File: config.mk
export PLATFORM = sky130hd
export DESIGN_NAME = sd_dat_link
export DESIGN_NICKNAME = d
export VERILOG_FILES = /design/src/source/sd_dat_pkg.sv /design/src/source/sd_dat_crc16.sv /design/src/source/sd_dat_tx.sv /design/src/source/sd_dat_rx.sv /design/src/source/sd_dat_link.sv
export SDC_FILE = /design/constraint.sdc
export NUM_CORES = 1
export LEC_CHECK = 0
export ABC_AREA = 1
export ABC_CLOCK_PERIOD_IN_PS = 2500
export BUFFER_PORTS_ARGS = -buffer_cell sky130_fd_sc_hd__clkbuf_2
export CORE_ASPECT_RATIO = 1.75
export CORE_MARGIN = 2
export CORE_UTILIZATION = 56
export DETAILED_ROUTE_END_ITERATION = 10
export PLACE_DENSITY = 0.81
export SLEW_MARGIN = 20
export SYNTH_ARGS = -nofsm -noshare
export SYNTH_HDL_FRONTEND = slang
export SYNTH_SLANG_ARGS = --single-unit
File: constraint.sdc
create_clock -name i_clk -period 2.5 [get_ports i_clk]
set_clock_uncertainty 0.1 [all_clocks]
set_input_delay 0.125 -clock i_clk [delete_from_list [all_inputs] [get_ports i_clk]]
set_output_delay 0.125 -clock i_clk [all_outputs]
set_load 0.01 [all_outputs]
File: src/source/sd_dat_pkg.sv
`default_nettype none

package sd_dat_pkg;

    localparam int BLOCK_BYTES = 16;                 // Data bytes per block
    localparam int CLK_DIV     = 4;                  // i_clk cycles per nibble time
    localparam int BYTE_CNT_W  = $clog2(BLOCK_BYTES);
    localparam int DIV_W       = $clog2(CLK_DIV);

    // x^16 + x^12 + x^5 + 1, feedback into bits 12 and 5 after the shift
    localparam logic [15:0] CRC_TAPS = 16'h1020;

    // One DAT bus beat, DAT3 in the top data bit
    typedef struct packed {
        logic       stb;                             // Nibble valid this cycle
        logic [3:0] dat;
    } sd_line_t;

    typedef struct packed {
        logic crc_ok;
        logic end_ok;
    } blk_status_t;

    typedef enum logic [2:0] {
        TX_IDLE,
        TX_START,
        TX_DATA,
        TX_CRC,
        TX_END
    } tx_state_e;

    typedef enum logic [2:0] {
        RX_HUNT,
        RX_DATA,
        RX_CRC,
        RX_END,
        RX_STAT
    } rx_state_e;

endpackage

`default_nettype wire

File: src/source/sd_dat_crc16.sv
`timescale 1ns/1ps
`default_nettype none

module sd_dat_crc16 import sd_dat_pkg::*; (
    input  logic        i_clk,
    input  logic        i_nrst,
    input  logic        i_clear,                     // Zero the register, wins over i_next
    input  logic        i_next,                      // Advance by one nibble
    input  logic [3:0]  i_dat,
    output logic [15:0] o_crc16
);

    logic [15:0] crc_q;
    logic [15:0] crc_d;

    // Four serial steps per nibble, DAT3 first
    always_comb begin
        logic fb;
        crc_d = crc_q;
        for (int i = 3; i >= 0; i--) begin
            fb    = crc_d[15] ^ i_dat[i];
            crc_d = {crc_d[14:0], fb} ^ (fb ? CRC_TAPS : 16'h0000);
        end
    end

    always_ff @(posedge i_clk or negedge i_nrst) begin
        if (!i_nrst) begin
            crc_q <= '0;
        end else if (i_clear) begin
            crc_q <= '0;
        end else if (i_next) begin
            crc_q <= crc_d;
        end
    end

    assign o_crc16 = crc_q;

    // The framer never clears and steps on the same nibble
    a_clear_next_excl: assert property (
        @(posedge i_clk) disable iff (!i_nrst)
        !(i_clear && i_next)
    );

endmodule

`default_nettype wire

File: src/source/sd_dat_tx.sv
`timescale 1ns/1ps
`default_nettype none

module sd_dat_tx import sd_dat_pkg::*; (
    input  logic       i_clk,
    input  logic       i_nrst,
    input  logic       i_tx_req,
    input  logic [7:0] i_tx_byte,
    output logic       o_tx_ack,
    output sd_line_t   o_line
);

    tx_state_e             state_q;
    logic [DIV_W-1:0]      div_q;                    // Cycles left until next strobe allowed
    logic [BYTE_CNT_W-1:0] byte_q;
    logic                  lo_nib_q;                 // Low nibble of cur_q goes next
    logic [1:0]            crc_idx_q;
    logic                  buf_full_q;
    logic                  ack_q;
    logic [7:0]            buf_q;
    logic [7:0]            cur_q;
    sd_line_t              line_q;
    logic [15:0]           crc16;

    logic       div_zero;
    logic       latch;                               // Byte accepted from host
    logic       take;                                // Buffered byte moves to cur_q
    logic       emit;
    logic [3:0] nib;
    logic       crc_clear;
    logic       crc_next;

    assign div_zero = (div_q == '0);
    assign latch    = i_tx_req && !ack_q && !buf_full_q;

    always_comb begin
        take      = 1'b0;
        emit      = 1'b0;
        nib       = 4'hF;
        crc_clear = 1'b0;
        crc_next  = 1'b0;
        case (state_q)
            TX_START: begin
                emit      = div_zero;
                nib       = 4'h0;
                crc_clear = div_zero;
            end
            TX_DATA: begin
                if (lo_nib_q) begin
                    emit = div_zero;
                    nib  = cur_q[3:0];
                end else begin
                    take = div_zero && buf_full_q;   // Stall here until a byte arrives
                    emit = take;
                    nib  = buf_q[7:4];
                end
                crc_next = emit;
            end
            TX_CRC: begin
                emit = div_zero;
                nib  = crc16[{~crc_idx_q, 2'b00} +: 4]; // MS nibble first
            end
            TX_END: begin
                emit = div_zero;
            end
            default: ;
        endcase
    end

    always_ff @(posedge i_clk or negedge i_nrst) begin
        if (!i_nrst) begin
            state_q    <= TX_IDLE;
            div_q      <= '0;
            byte_q     <= '0;
            lo_nib_q   <= 1'b0;
            crc_idx_q  <= '0;
            buf_full_q <= 1'b0;
            ack_q      <= 1'b0;
            line_q     <= '{stb: 1'b0, dat: 4'hF};
        end else begin
            ack_q <= ack_q ? i_tx_req : latch;       // Falls the cycle after req drops
            if (latch) buf_full_q <= 1'b1;
            else if (take) buf_full_q <= 1'b0;

            if (emit) div_q <= DIV_W'(CLK_DIV - 1);
            else if (!div_zero) div_q <= div_q - 1'b1;

            line_q.stb <= emit;
            if (emit) line_q.dat <= nib;

            case (state_q)
                TX_IDLE: if (buf_full_q) state_q <= TX_START;
                TX_START: if (emit) state_q <= TX_DATA;
                TX_DATA: begin
                    if (emit) begin
                        lo_nib_q <= !lo_nib_q;
                        if (lo_nib_q) begin
                            if (byte_q == BYTE_CNT_W'(BLOCK_BYTES - 1)) begin
                                byte_q  <= '0;
                                state_q <= TX_CRC;
                            end else begin
                                byte_q <= byte_q + 1'b1;
                            end
                        end
                    end
                end
                TX_CRC: begin
                    if (emit) begin
                        crc_idx_q <= crc_idx_q + 1'b1;
                        if (crc_idx_q == 2'd3) state_q <= TX_END;
                    end
                end
                TX_END: if (emit) state_q <= TX_IDLE;
                default: state_q <= TX_IDLE;
            endcase
        end
    end

    always_ff @(posedge i_clk) begin
        if (latch) buf_q <= i_tx_byte;
        if (take) cur_q <= buf_q;
    end

    sd_dat_crc16 crc0 (
        .i_clk   (i_clk),
        .i_nrst  (i_nrst),
        .i_clear (crc_clear),
        .i_next  (crc_next),
        .i_dat   (nib),
        .o_crc16 (crc16)
    );

    assign o_tx_ack = ack_q;
    assign o_line   = line_q;

    a_ack_after_req: assert property (
        @(posedge i_clk) disable iff (!i_nrst)
        $rose(o_tx_ack) |-> $past(i_tx_req)
    );

    a_stb_spacing: assert property (
        @(posedge i_clk) disable iff (!i_nrst)
        o_line.stb |=> !o_line.stb [*(CLK_DIV - 1)]
    );

endmodule

`default_nettype wire

File: src/source/sd_dat_rx.sv
`timescale 1ns/1ps
`default_nettype none

module sd_dat_rx import sd_dat_pkg::*; (
    input  logic        i_clk,
    input  logic        i_nrst,
    input  sd_line_t    i_line,
    output logic        o_rx_valid,
    output logic [7:0]  o_rx_byte,
    output logic        o_stat_req,
    output blk_status_t o_stat,
    input  logic        i_stat_ack
);

    rx_state_e             state_q;
    logic [BYTE_CNT_W-1:0] byte_q;
    logic                  lo_nib_q;                 // Next data nibble completes a byte
    logic [1:0]            crc_idx_q;
    logic                  valid_q;
    logic                  req_q;
    logic [3:0]            hi_q;
    logic [7:0]            rx_byte_q;
    logic [15:0]           rx_crc_q;                 // CRC as sent by the far end
    blk_status_t           stat_q;
    logic [15:0]           crc16;

    logic stb;
    logic crc_clear;
    logic crc_next;

    assign stb       = i_line.stb;
    assign crc_clear = (state_q == RX_HUNT) && stb && (i_line.dat == 4'h0); // Start nibble
    assign crc_next  = (state_q == RX_DATA) && stb;

    always_ff @(posedge i_clk or negedge i_nrst) begin
        if (!i_nrst) begin
            state_q   <= RX_HUNT;
            byte_q    <= '0;
            lo_nib_q  <= 1'b0;
            crc_idx_q <= '0;
            valid_q   <= 1'b0;
            req_q     <= 1'b0;
        end else begin
            valid_q <= 1'b0;
            case (state_q)
                RX_HUNT: begin
                    if (crc_clear) begin
                        state_q  <= RX_DATA;
                        byte_q   <= '0;
                        lo_nib_q <= 1'b0;
                    end
                end
                RX_DATA: begin
                    if (stb) begin
                        lo_nib_q <= !lo_nib_q;
                        valid_q  <= lo_nib_q;
                        if (lo_nib_q) begin
                            byte_q <= byte_q + 1'b1;
                            if (byte_q == BYTE_CNT_W'(BLOCK_BYTES - 1)) state_q <= RX_CRC;
                        end
                    end
                end
                RX_CRC: begin
                    if (stb) begin
                        crc_idx_q <= crc_idx_q + 1'b1;
                        if (crc_idx_q == 2'd3) state_q <= RX_END;
                    end
                end
                RX_END: begin
                    if (stb) begin
                        req_q   <= 1'b1;
                        state_q <= RX_STAT;
                    end
                end
                RX_STAT: begin
                    // Line is ignored until the status handshake finishes
                    if (req_q && i_stat_ack) req_q <= 1'b0;
                    if (!req_q && !i_stat_ack) state_q <= RX_HUNT;
                end
                default: state_q <= RX_HUNT;
            endcase
        end
    end

    always_ff @(posedge i_clk) begin
        if (crc_next && !lo_nib_q) hi_q <= i_line.dat;
        if (crc_next && lo_nib_q) rx_byte_q <= {hi_q, i_line.dat};
        if ((state_q == RX_CRC) && stb) rx_crc_q <= {rx_crc_q[11:0], i_line.dat};
        if ((state_q == RX_END) && stb) begin
            stat_q.crc_ok <= (rx_crc_q == crc16);
            stat_q.end_ok <= (i_line.dat == 4'hF);
        end
    end

    sd_dat_crc16 crc0 (
        .i_clk   (i_clk),
        .i_nrst  (i_nrst),
        .i_clear (crc_clear),
        .i_next  (crc_next),
        .i_dat   (i_line.dat),
        .o_crc16 (crc16)
    );

    assign o_rx_valid = valid_q;
    assign o_rx_byte  = rx_byte_q;
    assign o_stat_req = req_q;
    assign o_stat     = stat_q;

    a_stat_stable: assert property (
        @(posedge i_clk) disable iff (!i_nrst)
        o_stat_req |=> !o_stat_req || $stable(o_stat)
    );

endmodule

`default_nettype wire

File: src/source/sd_dat_link.sv
`timescale 1ns/1ps
`default_nettype none

module sd_dat_link import sd_dat_pkg::*; (
    input  logic        i_clk,
    input  logic        i_nrst,
    input  logic        i_tx_req,
    input  logic [7:0]  i_tx_byte,
    output logic        o_tx_ack,
    output sd_line_t    o_line,                      // DAT lines towards the card
    input  sd_line_t    i_line,                      // DAT lines from the card
    output logic        o_rx_valid,
    output logic [7:0]  o_rx_byte,
    output logic        o_stat_req,
    output blk_status_t o_stat,
    input  logic        i_stat_ack
);

    // Host to card
    sd_dat_tx tx0 (
        .i_clk     (i_clk),
        .i_nrst    (i_nrst),
        .i_tx_req  (i_tx_req),
        .i_tx_byte (i_tx_byte),
        .o_tx_ack  (o_tx_ack),
        .o_line    (o_line)
    );

    // Card to host
    sd_dat_rx rx0 (
        .i_clk      (i_clk),
        .i_nrst     (i_nrst),
        .i_line     (i_line),
        .o_rx_valid (o_rx_valid),
        .o_rx_byte  (o_rx_byte),
        .o_stat_req (o_stat_req),
        .o_stat     (o_stat),
        .i_stat_ack (i_stat_ack)
    );

endmodule

`default_nettype wire

==> load_flow_metrics.sql, run 1 <==
INSERT INTO impl_metrics (metric_group, metric, value, unit) VALUES
('run_status', 'outcome', 'finished, final reports clean', ''),
('sta', 'achievable-frequency', '502', 'MHz'),
('power_and_ir_drop', 'static-leakage-power', '2.55', 'nW'),
('cts', 'clk-insertion-delay-late', '0.35', 'ns'),
('cts', 'clock_tree_from_tritoncts', 'yes', ''),
('synth', 'synthAdderAreaFrac', '0.0129', ''),
('synth', 'synth_xor_xnor_area_share', '0.0507', ''),
('sta', 'max-slew-margin-rel', '0.517', ''),
('critical_path', 'highest_net_fanout_along_the_worst_path', '14', ''),
('synth', 'post_synth_and_or_nand_nor_area_fraction', '0.221', ''),
('floorplan', 'num_io_pins', '35', ''),
('routing', 'remaining_drc_errors', '0', ''),
('synth', 'yosysWarningCount', '0', ''),
('grt', 'via_count_of_the_first_global_routing_pass', '3949', ''),
('routing', 'first_pass_iters', '5', ''),
('synth', 'syn-instance-count', '499', ''),
('layout', 'post_route_cells_drive_above_1_share', '0.153', ''),
('layout', 'synthToLayoutAreaGrowth', '15.8', '%'),
('hold_path', 'worst_hold_path_type', 'in -> reg', ''),
('floorplan', 'row_count', '44', ''),
('synth', 'synth.ff_latch_count', '105', ''),
('cts', 'cts-htree-levels', '3', ''),
('floorplan', 'die-height', '127', 'µm'),
('critical_path', 'criticalPathCategory', 'reg -> reg', ''),
('sta', 'timing_hold_violations_final', '0', ''),
('routing', 'detailroute.via_count', '3757', ''),
('synth', 'syn_area_per_cell', '9.69', 'µm²'),
('power_and_ir_drop', 'power_per_cell_area', '1170', 'nW/µm²'),
('synth', 'syn_area', '4840', 'µm²'),
('synth', 'synth_cell_types', '37', ''),
('cts', 'cts_buffer_depth', '2', ''),
('critical_path', 'worstPathArrival', '2.12', 'ns'),
('synth', 'ys_seq_area_frac', '0.588', ''),
('cts', 'ctsResizeCount', '0', ''),
('cts', 'clkSinkCount', '105', ''),
('critical_path', 'path_cells', 'inv_1 -> ha_1 -> inv_1 -> nor2_1 -> nand2_4 -> clkinv_2 -> nand2_2 -> inv_2 -> nand2_1 -> xnor2_1', ''),
('routing', 'detail_route.vias_per_cell', '5.55', ''),
('synth', 'syn-num-nets', '521', ''),
('floorplan', 'die-width', '74.2', 'µm'),
('layout', 'finish.utilization', '0.669', ''),
('power_and_ir_drop', 'peakVddDrop', '0.000760', 'V'),
('grt', 'global_route_wire_length_before_repair', '18000', 'µm'),
('layout', 'antenna_cells', '0', ''),
('critical_path', 'sort_of_element_at_the_start_of_the_critical_path', 'flip-flop', ''),
('sta', 'slew_viol_final', '0', ''),
('synth', 'post_synth_mux_area_share', '0.00233', ''),
('floorplan', 'coreArea', '8370', 'µm²'),
('cts', 'cts.root.buffer_cell', 'sky130_fd_sc_hd__clkbuf_16', ''),
('routing', 'final_antenna_violating_net_count', '0', ''),
('floorplan', 'design.die.area', '9420', 'µm²'),
('critical_path', 'timing.critical_path.required', '2.63', 'ns'),
('sta', 'worst_pin_slew', '0.722', 'ns'),
('job', 'cap_viol_max_count', '0', ''),
('critical_path', 'critical_path.most_common_cell', 'sky130_fd_sc_hd__inv_1', ''),
('layout', 'layoutNonFillerInstCount', '677', ''),
('routing', 'avgRoutedWirePerCell', '16.1', 'µm'),
('place', 'hpwlAfterDp', '7540', 'µm'),
('sta', 'hold_slack', '0.0174', 'ns'),
('place', 'numPortBuffers', '34', ''),
('place', 'dp.cells', '646', ''),
('synth', 'synth_top_family_by_area', 'simple AND/OR/NAND/NOR gates', ''),
('sta', 'setup-violations-final', '0', ''),
('place', 'globalplace.congestion', '0.958', ''),
('sta', 'rsz0062_at_grt', 'false', ''),
('layout', 'final_nets', '579', ''),
('sta', 'finalCriticalPeriod', '1.99', 'ns'),
('routing', 'drt_iter0_drc', '282', ''),
('cts', 'clock_pin_transition_on_the_worst_setup_and_hold_timing_paths', '0.07', 'ns'),
('critical_path', 'worst_path_max_delay_cell', 'sky130_fd_sc_hd__dfrtp_1', ''),
('critical_path', 'critical-path-max-stage-delay', '0.38', 'ns'),
('critical_path', 'timing.critical_path.to_type', 'flip-flop', ''),
('cts', 'post-cts-setup-buffers', '0', ''),
('synth', 'post_synthesis_compound_gate_area_fraction', '0.0668', ''),
('critical_path', 'critical_path.n_buffers_inverters', '4', ''),
('sta', 'tns', '0', 'ns'),
('grt', 'maximum_number_of_pins_on_one_net_before_global_route_repair', '40', ''),
('grt', 'groute.usage.overall', '0.254', ''),
('floorplan', 'start_util', '0.578', ''),
('critical_path', 'timing.critical_path.max_delay_family', 'simple AND/OR/NAND/NOR gates', ''),
('grt', 'grt_antenna_before_repair', '0', ''),
('sta', 'final.period_utilization', '0.797', ''),
('cts', 'cts_buffers', '9', ''),
('routing', 'routed_wirelength', '10900', 'µm'),
('grt', 'grt.overflow.total', '0', '');
[synthesized netlist by cell type, drive strengths merged]
cell    number  area, µm²
a21boi       2       15.0
a21oi       12       75.1
a22oi        4       30.0
a31oi        4       25.0
buf          6       43.8
clkinv       1       5.00
dfrtp       59       1480
dfstp        4        105
edfxtp      42       1260
ha           5       62.6
inv         62        233
mux2         1       11.3
nand2      121        477
nand3       66        330
nand4        3       33.8
nor2        37        171
nor3         4       20.0
nor4         1       6.26
o211ai       2       15.0
o21a         1       7.51
o21ai       24        124
o22ai        5       31.3
or2          5       31.3
xnor2       16        140
xor2        12        105
[final cells by class]
type	count	area, µm²
Sequential cell	105	2840
Timing Repair Buffer	53	363
Inverter	63	238
Clock inverter	6	63.8
Multi-Input combinational cell	325	1710
Fill cell	627	2770
Clock buffer	10	239
Tap cell	115	144
[state kept, by name (all words and copies together) (netlist names), 2 cells and up]
signal / cells
tx0.crc_idx_q: 2
tx0.crc0.o_crc16: 16
rx0.byte_q: 4
rx0.hi_q: 4
tx0.o_line: 5
rx0.state_q: 3
tx0.div_q: 2
tx0.buf_q: 8
rx0.o_rx_byte: 8
tx0.cur_q: 4
rx0.crc0.o_crc16: 16
tx0.state_q: 3
rx0.o_stat: 2
rx0.crc_idx_q: 2
rx0.rx_crc_q: 16
tx0.byte_q: 4
[stage by stage]
| stage | setup WS, ns | power [W] | area, µm² |
|---|---|---|---|
| 2_1_floorplan | 0.360 | 0.00448 | 4840 |
| 3_3_place_gp | 0.654 | 0.00494 | 5150 |
| 3_5_place_dp | 0.579 | 0.00510 | 5150 |
| 4_1_cts | 0.516 | 0.00655 | 5590 |
| 5_1_grt | 0.315 | 0.00703 | 5600 |
| 6_report | 0.508 | 0.00657 | 5600 |
[metal layers]
layer / vias to the layer above / part of all wire / track usage
li1: 1766 / - / -
met4: 0 / 0.058 / 0.155
met3: 41 / 0.037 / 0.0508
met2: 128 / 0.56 / 0.453
met1: 1822 / 0.35 / 0.263
met5: - / 0 / 0
[worst reg2reg max path, cell delays in order, from the launching register on]
cell and delay [ns]:
sky130_fd_sc_hd__dfrtp_1 0.38, sky130_fd_sc_hd__inv_1 0.08, sky130_fd_sc_hd__ha_1 0.25, sky130_fd_sc_hd__inv_1 0.11
sky130_fd_sc_hd__nor2_1 0.21, sky130_fd_sc_hd__nand2_4 0.14, sky130_fd_sc_hd__clkinv_2 0.20, sky130_fd_sc_hd__nand2_2 0.10
sky130_fd_sc_hd__inv_2 0.12, sky130_fd_sc_hd__nand2_1 0.07, sky130_fd_sc_hd__xnor2_1 0.12
[cells by family (layout without fill, tap and decap cells)]
group / after synthesis / in the layout
adders and majority gates: 5 / 5
and+or+nand+nor: 237 / 237
AOI/OAI and AO/OA: 54 / 54
buffers and inverters: 69 / 132
muxes: 1 / 1
xor gates and xnor gates: 28 / 28
DFF: 105 / 105
[cells in the final DEF, fill, tap and decap left out, types with 2 or more instances in the layout]
cell type	count
sky130_fd_sc_hd__nand2_1	116
sky130_fd_sc_hd__nand3_1	66
sky130_fd_sc_hd__dfrtp_1	59
sky130_fd_sc_hd__inv_1	56
sky130_fd_sc_hd__edfxtp_1	42
sky130_fd_sc_hd__clkbuf_2	34
sky130_fd_sc_hd__nor2_1	32
sky130_fd_sc_hd__o21ai_0	20
sky130_fd_sc_hd__xnor2_1	16
sky130_fd_sc_hd__dlygate4sd3_1	15
sky130_fd_sc_hd__xor2_1	12
sky130_fd_sc_hd__clkbuf_16	9
sky130_fd_sc_hd__a21oi_1	8
sky130_fd_sc_hd__inv_2	6
sky130_fd_sc_hd__or2_2	5
sky130_fd_sc_hd__o22ai_1	5
sky130_fd_sc_hd__ha_1	5
sky130_fd_sc_hd__nor2_4	4
sky130_fd_sc_hd__nor3_1	4
sky130_fd_sc_hd__a22oi_1	4
sky130_fd_sc_hd__a21oi_2	4
sky130_fd_sc_hd__a31oi_1	4
sky130_fd_sc_hd__dfstp_2	4
sky130_fd_sc_hd__nand2_2	3
sky130_fd_sc_hd__o21ai_1	3
sky130_fd_sc_hd__buf_4	3
sky130_fd_sc_hd__nand2_4	2
sky130_fd_sc_hd__nand4_1	2
sky130_fd_sc_hd__o211ai_1	2
sky130_fd_sc_hd__clkinv_2	2
sky130_fd_sc_hd__inv_6	2
[where the power goes]
group / internal, W / total, W / switching, W
Sequential: 0.00233 / 0.00278 / 0.000444
Clock: 0.000806 / 0.00143 / 0.000622
Combinational: 0.000876 / 0.00237 / 0.00149
[path summary, 6_finish.rpt]
path | cells after the start | slack, ns | from | end
setup / recovery | 10 | 0.51 | tx0.div_q[0] | tx0.byte_q[2]
hold / removal | 3 | 0.02 | i_line[4] | rx0.state_q[2]
setup reg to reg | 10 | 0.51 | tx0.div_q[0] | tx0.byte_q[2]
hold reg to reg | 0 | 0.33 | rx0.hi_q[3] | rx0.o_rx_byte[7]
max in group asynchronous | 3 | 1.38 | i_nrst | rx0.crc0.o_crc16[5]
min in group asynchronous | 2 | 0.25 | i_nrst | tx0.state_q[2]
[timing repair]
action	4_1_cts	5_1_grt
setup endpoints to repair	0	0
hold buffers	14	1
endpoints found under the hold margin	41	1
(Power assumes the default switching activity.)
==> inputs of run 2 (changes only) <==
--- a/config.mk
+++ b/config.mk
@@ -5,8 +5,8 @@
 export SDC_FILE = /design/constraint.sdc
 export NUM_CORES = 1
 export LEC_CHECK = 0
-export ABC_AREA = 1
-export ABC_CLOCK_PERIOD_IN_PS = 2500
+export ABC_AREA = 0
+export ABC_CLOCK_PERIOD_IN_PS = 1900
 export BUFFER_PORTS_ARGS = -buffer_cell sky130_fd_sc_hd__clkbuf_2
 export CORE_ASPECT_RATIO = 1.75
 export CORE_MARGIN = 2
==> constraint.sdc (replaced) <==
create_clock -name i_clk -period 1.9 [get_ports i_clk]
set_clock_uncertainty 0.1 [all_clocks]
set_input_delay 0.095 -clock i_clk [delete_from_list [all_inputs] [get_ports i_clk]]
set_output_delay 0.095 -clock i_clk [all_outputs]
set_load 0.01 [all_outputs]
==> load_flow_metrics.sql, run 2 <==
INSERT INTO impl_metrics (metric_group, metric, value, unit) VALUES
('power_and_ir_drop', 'static-leakage-power', '2.35', 'nW'),
('hold_path', 'hold_start', 'i_line[1]', ''),
('layout', 'final_nets', '482', ''),
('synth', 'synth_top_area_frac', '0.307', ''),
('sta', 'rsz0062_at_grt', 'true', ''),
('synth', 'yosys.cell_count.top_type', 'sky130_fd_sc_hd__dfrtp_1', ''),
('place', 'hpwlAfterDp', '6570', 'µm'),
('layout', 'most_common_cell_after_layout_fill_and_taps_aside', 'sky130_fd_sc_hd__dfrtp_1', ''),
('routing', 'final_antenna_violating_net_count', '0', ''),
('grt', 'grt.overflow.total', '0', ''),
('synth', 'synth_cell_types', '53', ''),
('routing', 'detail_route.vias_per_cell', '5.61', ''),
('place', 'numPortBuffers', '34', ''),
('layout', 'post_route_cells_drive_above_1_share', '0.206', ''),
('floorplan', 'design.die.area', '9370', 'µm²'),
('layout', 'antenna_cells', '0', ''),
('synth', 'synth.ff_latch_count', '105', ''),
('cts', 'clock_pin_transition_on_the_worst_setup_and_hold_timing_paths', '0.07', 'ns'),
('sta', 'max-slew-margin-rel', '0.721', ''),
('synth', 'synthArstFlopShare', '0.600', ''),
('synth', 'syn-instance-count', '399', ''),
('power_and_ir_drop', 'power_per_cell_area', '1450', 'nW/µm²'),
('synth', 'ys_seq_area_frac', '0.592', ''),
('place', 'globalplace.congestion', '0.861', ''),
('layout', 'commonest_cells_after_routing_fill_and_taps_aside', 'sky130_fd_sc_hd__dfrtp_1 (57), sky130_fd_sc_hd__edfxtp_1 (42), sky130_fd_sc_hd__nand2_1 (35)', ''),
('critical_path', 'timing.critical_path.required', '2.07', 'ns'),
('cts', 'clk-insertion-delay-late', '0.35', 'ns'),
('critical_path', 'critical-path-max-stage-delay', '0.53', 'ns'),
('sta', 'finalCriticalPeriod', '1.84', 'ns'),
('grt', 'global_route_wire_length_before_repair', '15900', 'µm'),
('sta', 'setup_ws', '0.0587', 'ns'),
('synth', 'syn_area_per_cell', '12.0', 'µm²'),
('floorplan', 'row_count', '44', ''),
('floorplan', 'num_io_pins', '35', ''),
('run_status', 'outcome', 'finished, final reports clean', ''),
('grt', 'groute.usage.overall', '0.222', ''),
('synth', 'synth_flop_cell', 'sky130_fd_sc_hd__dfrtp_1', ''),
('critical_path', 'path_cells', 'mux2i_1 -> o22ai_1 -> or3_1 -> a21bo_1 -> a31oi_1', ''),
('layout', 'finalInstanceArea', '5680', 'µm²'),
('routing', 'routed_wirelength', '9680', 'µm'),
('cts', 'cts-htree-levels', '3', ''),
('synth', 'syn_area', '4810', 'µm²'),
('synth', 'synth.area.top_cells', 'sky130_fd_sc_hd__dfrtp_1 (31%), sky130_fd_sc_hd__edfxtp_1 (26%), sky130_fd_sc_hd__xnor2_1 (5.5%)', ''),
('floorplan', 'coreArea', '8310', 'µm²'),
('power_and_ir_drop', 'peakVddDrop', '0.000864', 'V'),
('cts', 'cts_buffers', '9', ''),
('critical_path', 'worst_path_max_delay_cell', 'sky130_fd_sc_hd__dfrtp_2', ''),
('job', 'cap_viol_max_count', '0', ''),
('critical_path', 'worstPathArrival', '2.01', 'ns'),
('routing', 'drt_iter0_drc', '166', ''),
('place', 'placed_cell_area', '5160', 'µm²'),
('place', 'pre_cts_slack', '-0.0772', 'ns'),
('hold_path', 'worst_hold_path_type', 'in -> reg', ''),
('critical_path', 'criticalPathCategory', 'reg -> reg', ''),
('floorplan', 'start_util', '0.578', ''),
('cts', 'clock_tree_from_tritoncts', 'yes', ''),
('cts', 'clkSinkCount', '105', ''),
('sta', 'achievable-frequency', '543', 'MHz'),
('cts', 'cts_buffer_depth', '2', ''),
('critical_path', 'sort_of_element_at_the_start_of_the_critical_path', 'flip-flop', ''),
('hold_path', 'timing.hold.worst_endpoint', 'rx0.o_rx_byte[1]', ''),
('synth', 'number_of_synthesized_flops_with_an_enable_pin', '42', ''),
('routing', 'avgRoutedWirePerCell', '16.7', 'µm'),
('grt', 'grt_antenna_before_repair', '0', ''),
('synth', 'yosysWarningCount', '0', ''),
('critical_path', 'regToRegSetupSlack', '0.06', 'ns'),
('critical_path', 'rr_endpoint', 'tx0.crc0.o_crc16[14]', ''),
('synth', 'syn-num-nets', '421', ''),
('sta', 'timing_hold_violations_final', '0', ''),
('sta', 'worst_pin_slew', '0.414', 'ns'),
('floorplan', 'die-width', '74.0', 'µm'),
('cts', 'cts.root.buffer_cell', 'sky130_fd_sc_hd__clkbuf_16', ''),
('synth', 'synth.largest_area_cell', 'sky130_fd_sc_hd__dfrtp_1', ''),
('grt', 'via_count_of_the_first_global_routing_pass', '3432', ''),
('floorplan', 'die-height', '127', 'µm'),
('routing', 'first_pass_iters', '4', ''),
('critical_path', 'highest_net_fanout_along_the_worst_path', '9', ''),
('critical_path', 'timing.critical_path.to_type', 'flip-flop', ''),
('layout', 'fill_count', '594', ''),
('routing', 'detailroute.via_count', '3253', ''),
('sta', 'slew_viol_final', '0', ''),
('critical_path', 'timing.reg2reg.worst_path_depth', '5', ''),
('critical_path', 'worstReg2RegStart', 'tx0.crc_idx_q[1]', ''),
('sta', 'final.period_utilization', '0.969', ''),
('layout', 'synthToLayoutAreaGrowth', '18.2', '%'),
('sta', 'setup-violations-final', '0', ''),
('hold_path', 'whs_path_depth', '1', ''),
('synth', 'synth_cell_count_leaders', 'sky130_fd_sc_hd__dfrtp_1 (59), sky130_fd_sc_hd__edfxtp_1 (42), sky130_fd_sc_hd__nand2_1 (35)', ''),
('grt', 'maximum_number_of_pins_on_one_net_before_global_route_repair', '64', ''),
('power_and_ir_drop', 'sum_of_internal_switching_and_leakage_power', '0.00823', 'W'),
('routing', 'remaining_drc_errors', '0', '');
[run 2: worst max-delay path: cells and delay by family, from the launching register on]
family             cells  cell delay [ns]
and+or+nand+nor        1             0.38
DFF                    1             0.53
AOI/OAI and AO/OA      3             0.50
muxes                  1             0.26
[run 2: worst max path at each step]
| stage | from | endpoint | slack, ns | cells after the start |
|---|---|---|---|---|
| after floorplan | tx0.div_q[0] | tx0.cur_q[0] | 0.01 | 6 |
| after global placement | tx0.crc_idx_q[1] | tx0.crc0.o_crc16[13] | 0.05 | 5 |
| after detailed placement | tx0.crc_idx_q[1] | tx0.crc0.o_crc16[12] | -0.08 | 5 |
| after CTS | tx0.crc_idx_q[1] | tx0.crc0.o_crc16[12] | 0.07 | 5 |
| after global routing | tx0.crc_idx_q[1] | tx0.crc0.o_crc16[13] | -0.01 | 5 |
| final | tx0.crc_idx_q[1] | tx0.crc0.o_crc16[14] | 0.06 | 5 |
[run 2: timing repair]
item	4_1_cts	5_1_grt
pin swaps	0	0
hold buffers	14	0
resized for setup	1	6
setup endpoints to repair	6	20
hold endpoints to repair	83	0
buffers inserted	0	1
[run 2: through the flow]
step,util,std cells,hold WS [ns],setup TNS [ns]
floorplan,-,399,-0.301,0
global placement,0.621,549,0.0412,0
detailed placement,0.621,549,0.0422,-0.185
CTS,0.679,579,0.0116,0
global route,0.683,580,0.0215,-0.0216
finish,0.683,580,0.0345,0
[run 2: cell type report]
type,count,area (µm²),area share
Clock buffer,10,229,0.0403
Multi-Input combinational cell,267,1830,0.322
Sequential cell,105,2850,0.501
Tap cell,115,144,0.0253
Clock inverter,6,113,0.0198
Inverter,9,33.8,0.00595
Timing Repair Buffer,68,485,0.0854
[run 2: cell families (layout without fill, tap and decap cells)]
logic type | after synthesis | in the layout | synth area share
AO/OA/AOI/OAI | 91 | 91 | 0.121
adder cells (fa/ha/maj) | 5 | 5 | 0.0130
AND/OR/NAND/NOR | 110 | 110 | 0.125
buffers and inverters | 27 | 93 | 0.0325
multiplexers | 18 | 18 | 0.0385
flip-flops | 105 | 105 | 0.592
XOR/XNOR | 43 | 43 | 0.0784
[run 2: layer usage]
| metal | track usage | vias to the layer above | share of wire |
|---|---|---|---|
| met5 | 0 | - | 0 |
| met4 | 0.111 | 0 | 0.033 |
| met3 | 0.0349 | 22 | 0.024 |
| met2 | 0.399 | 53 | 0.56 |
| met1 | 0.244 | 1611 | 0.38 |
| li1 | - | 1567 | - |
[run 2: report_power, final]
part | total [W] | internal [W] | leakage, nW | switching [W]
clock network | 0.00210 | 0.00129 | 0.167 | 0.000806
registers | 0.00358 | 0.00297 | 1.18 | 0.000609
logic | 0.00255 | 0.00123 | 1.00 | 0.00131
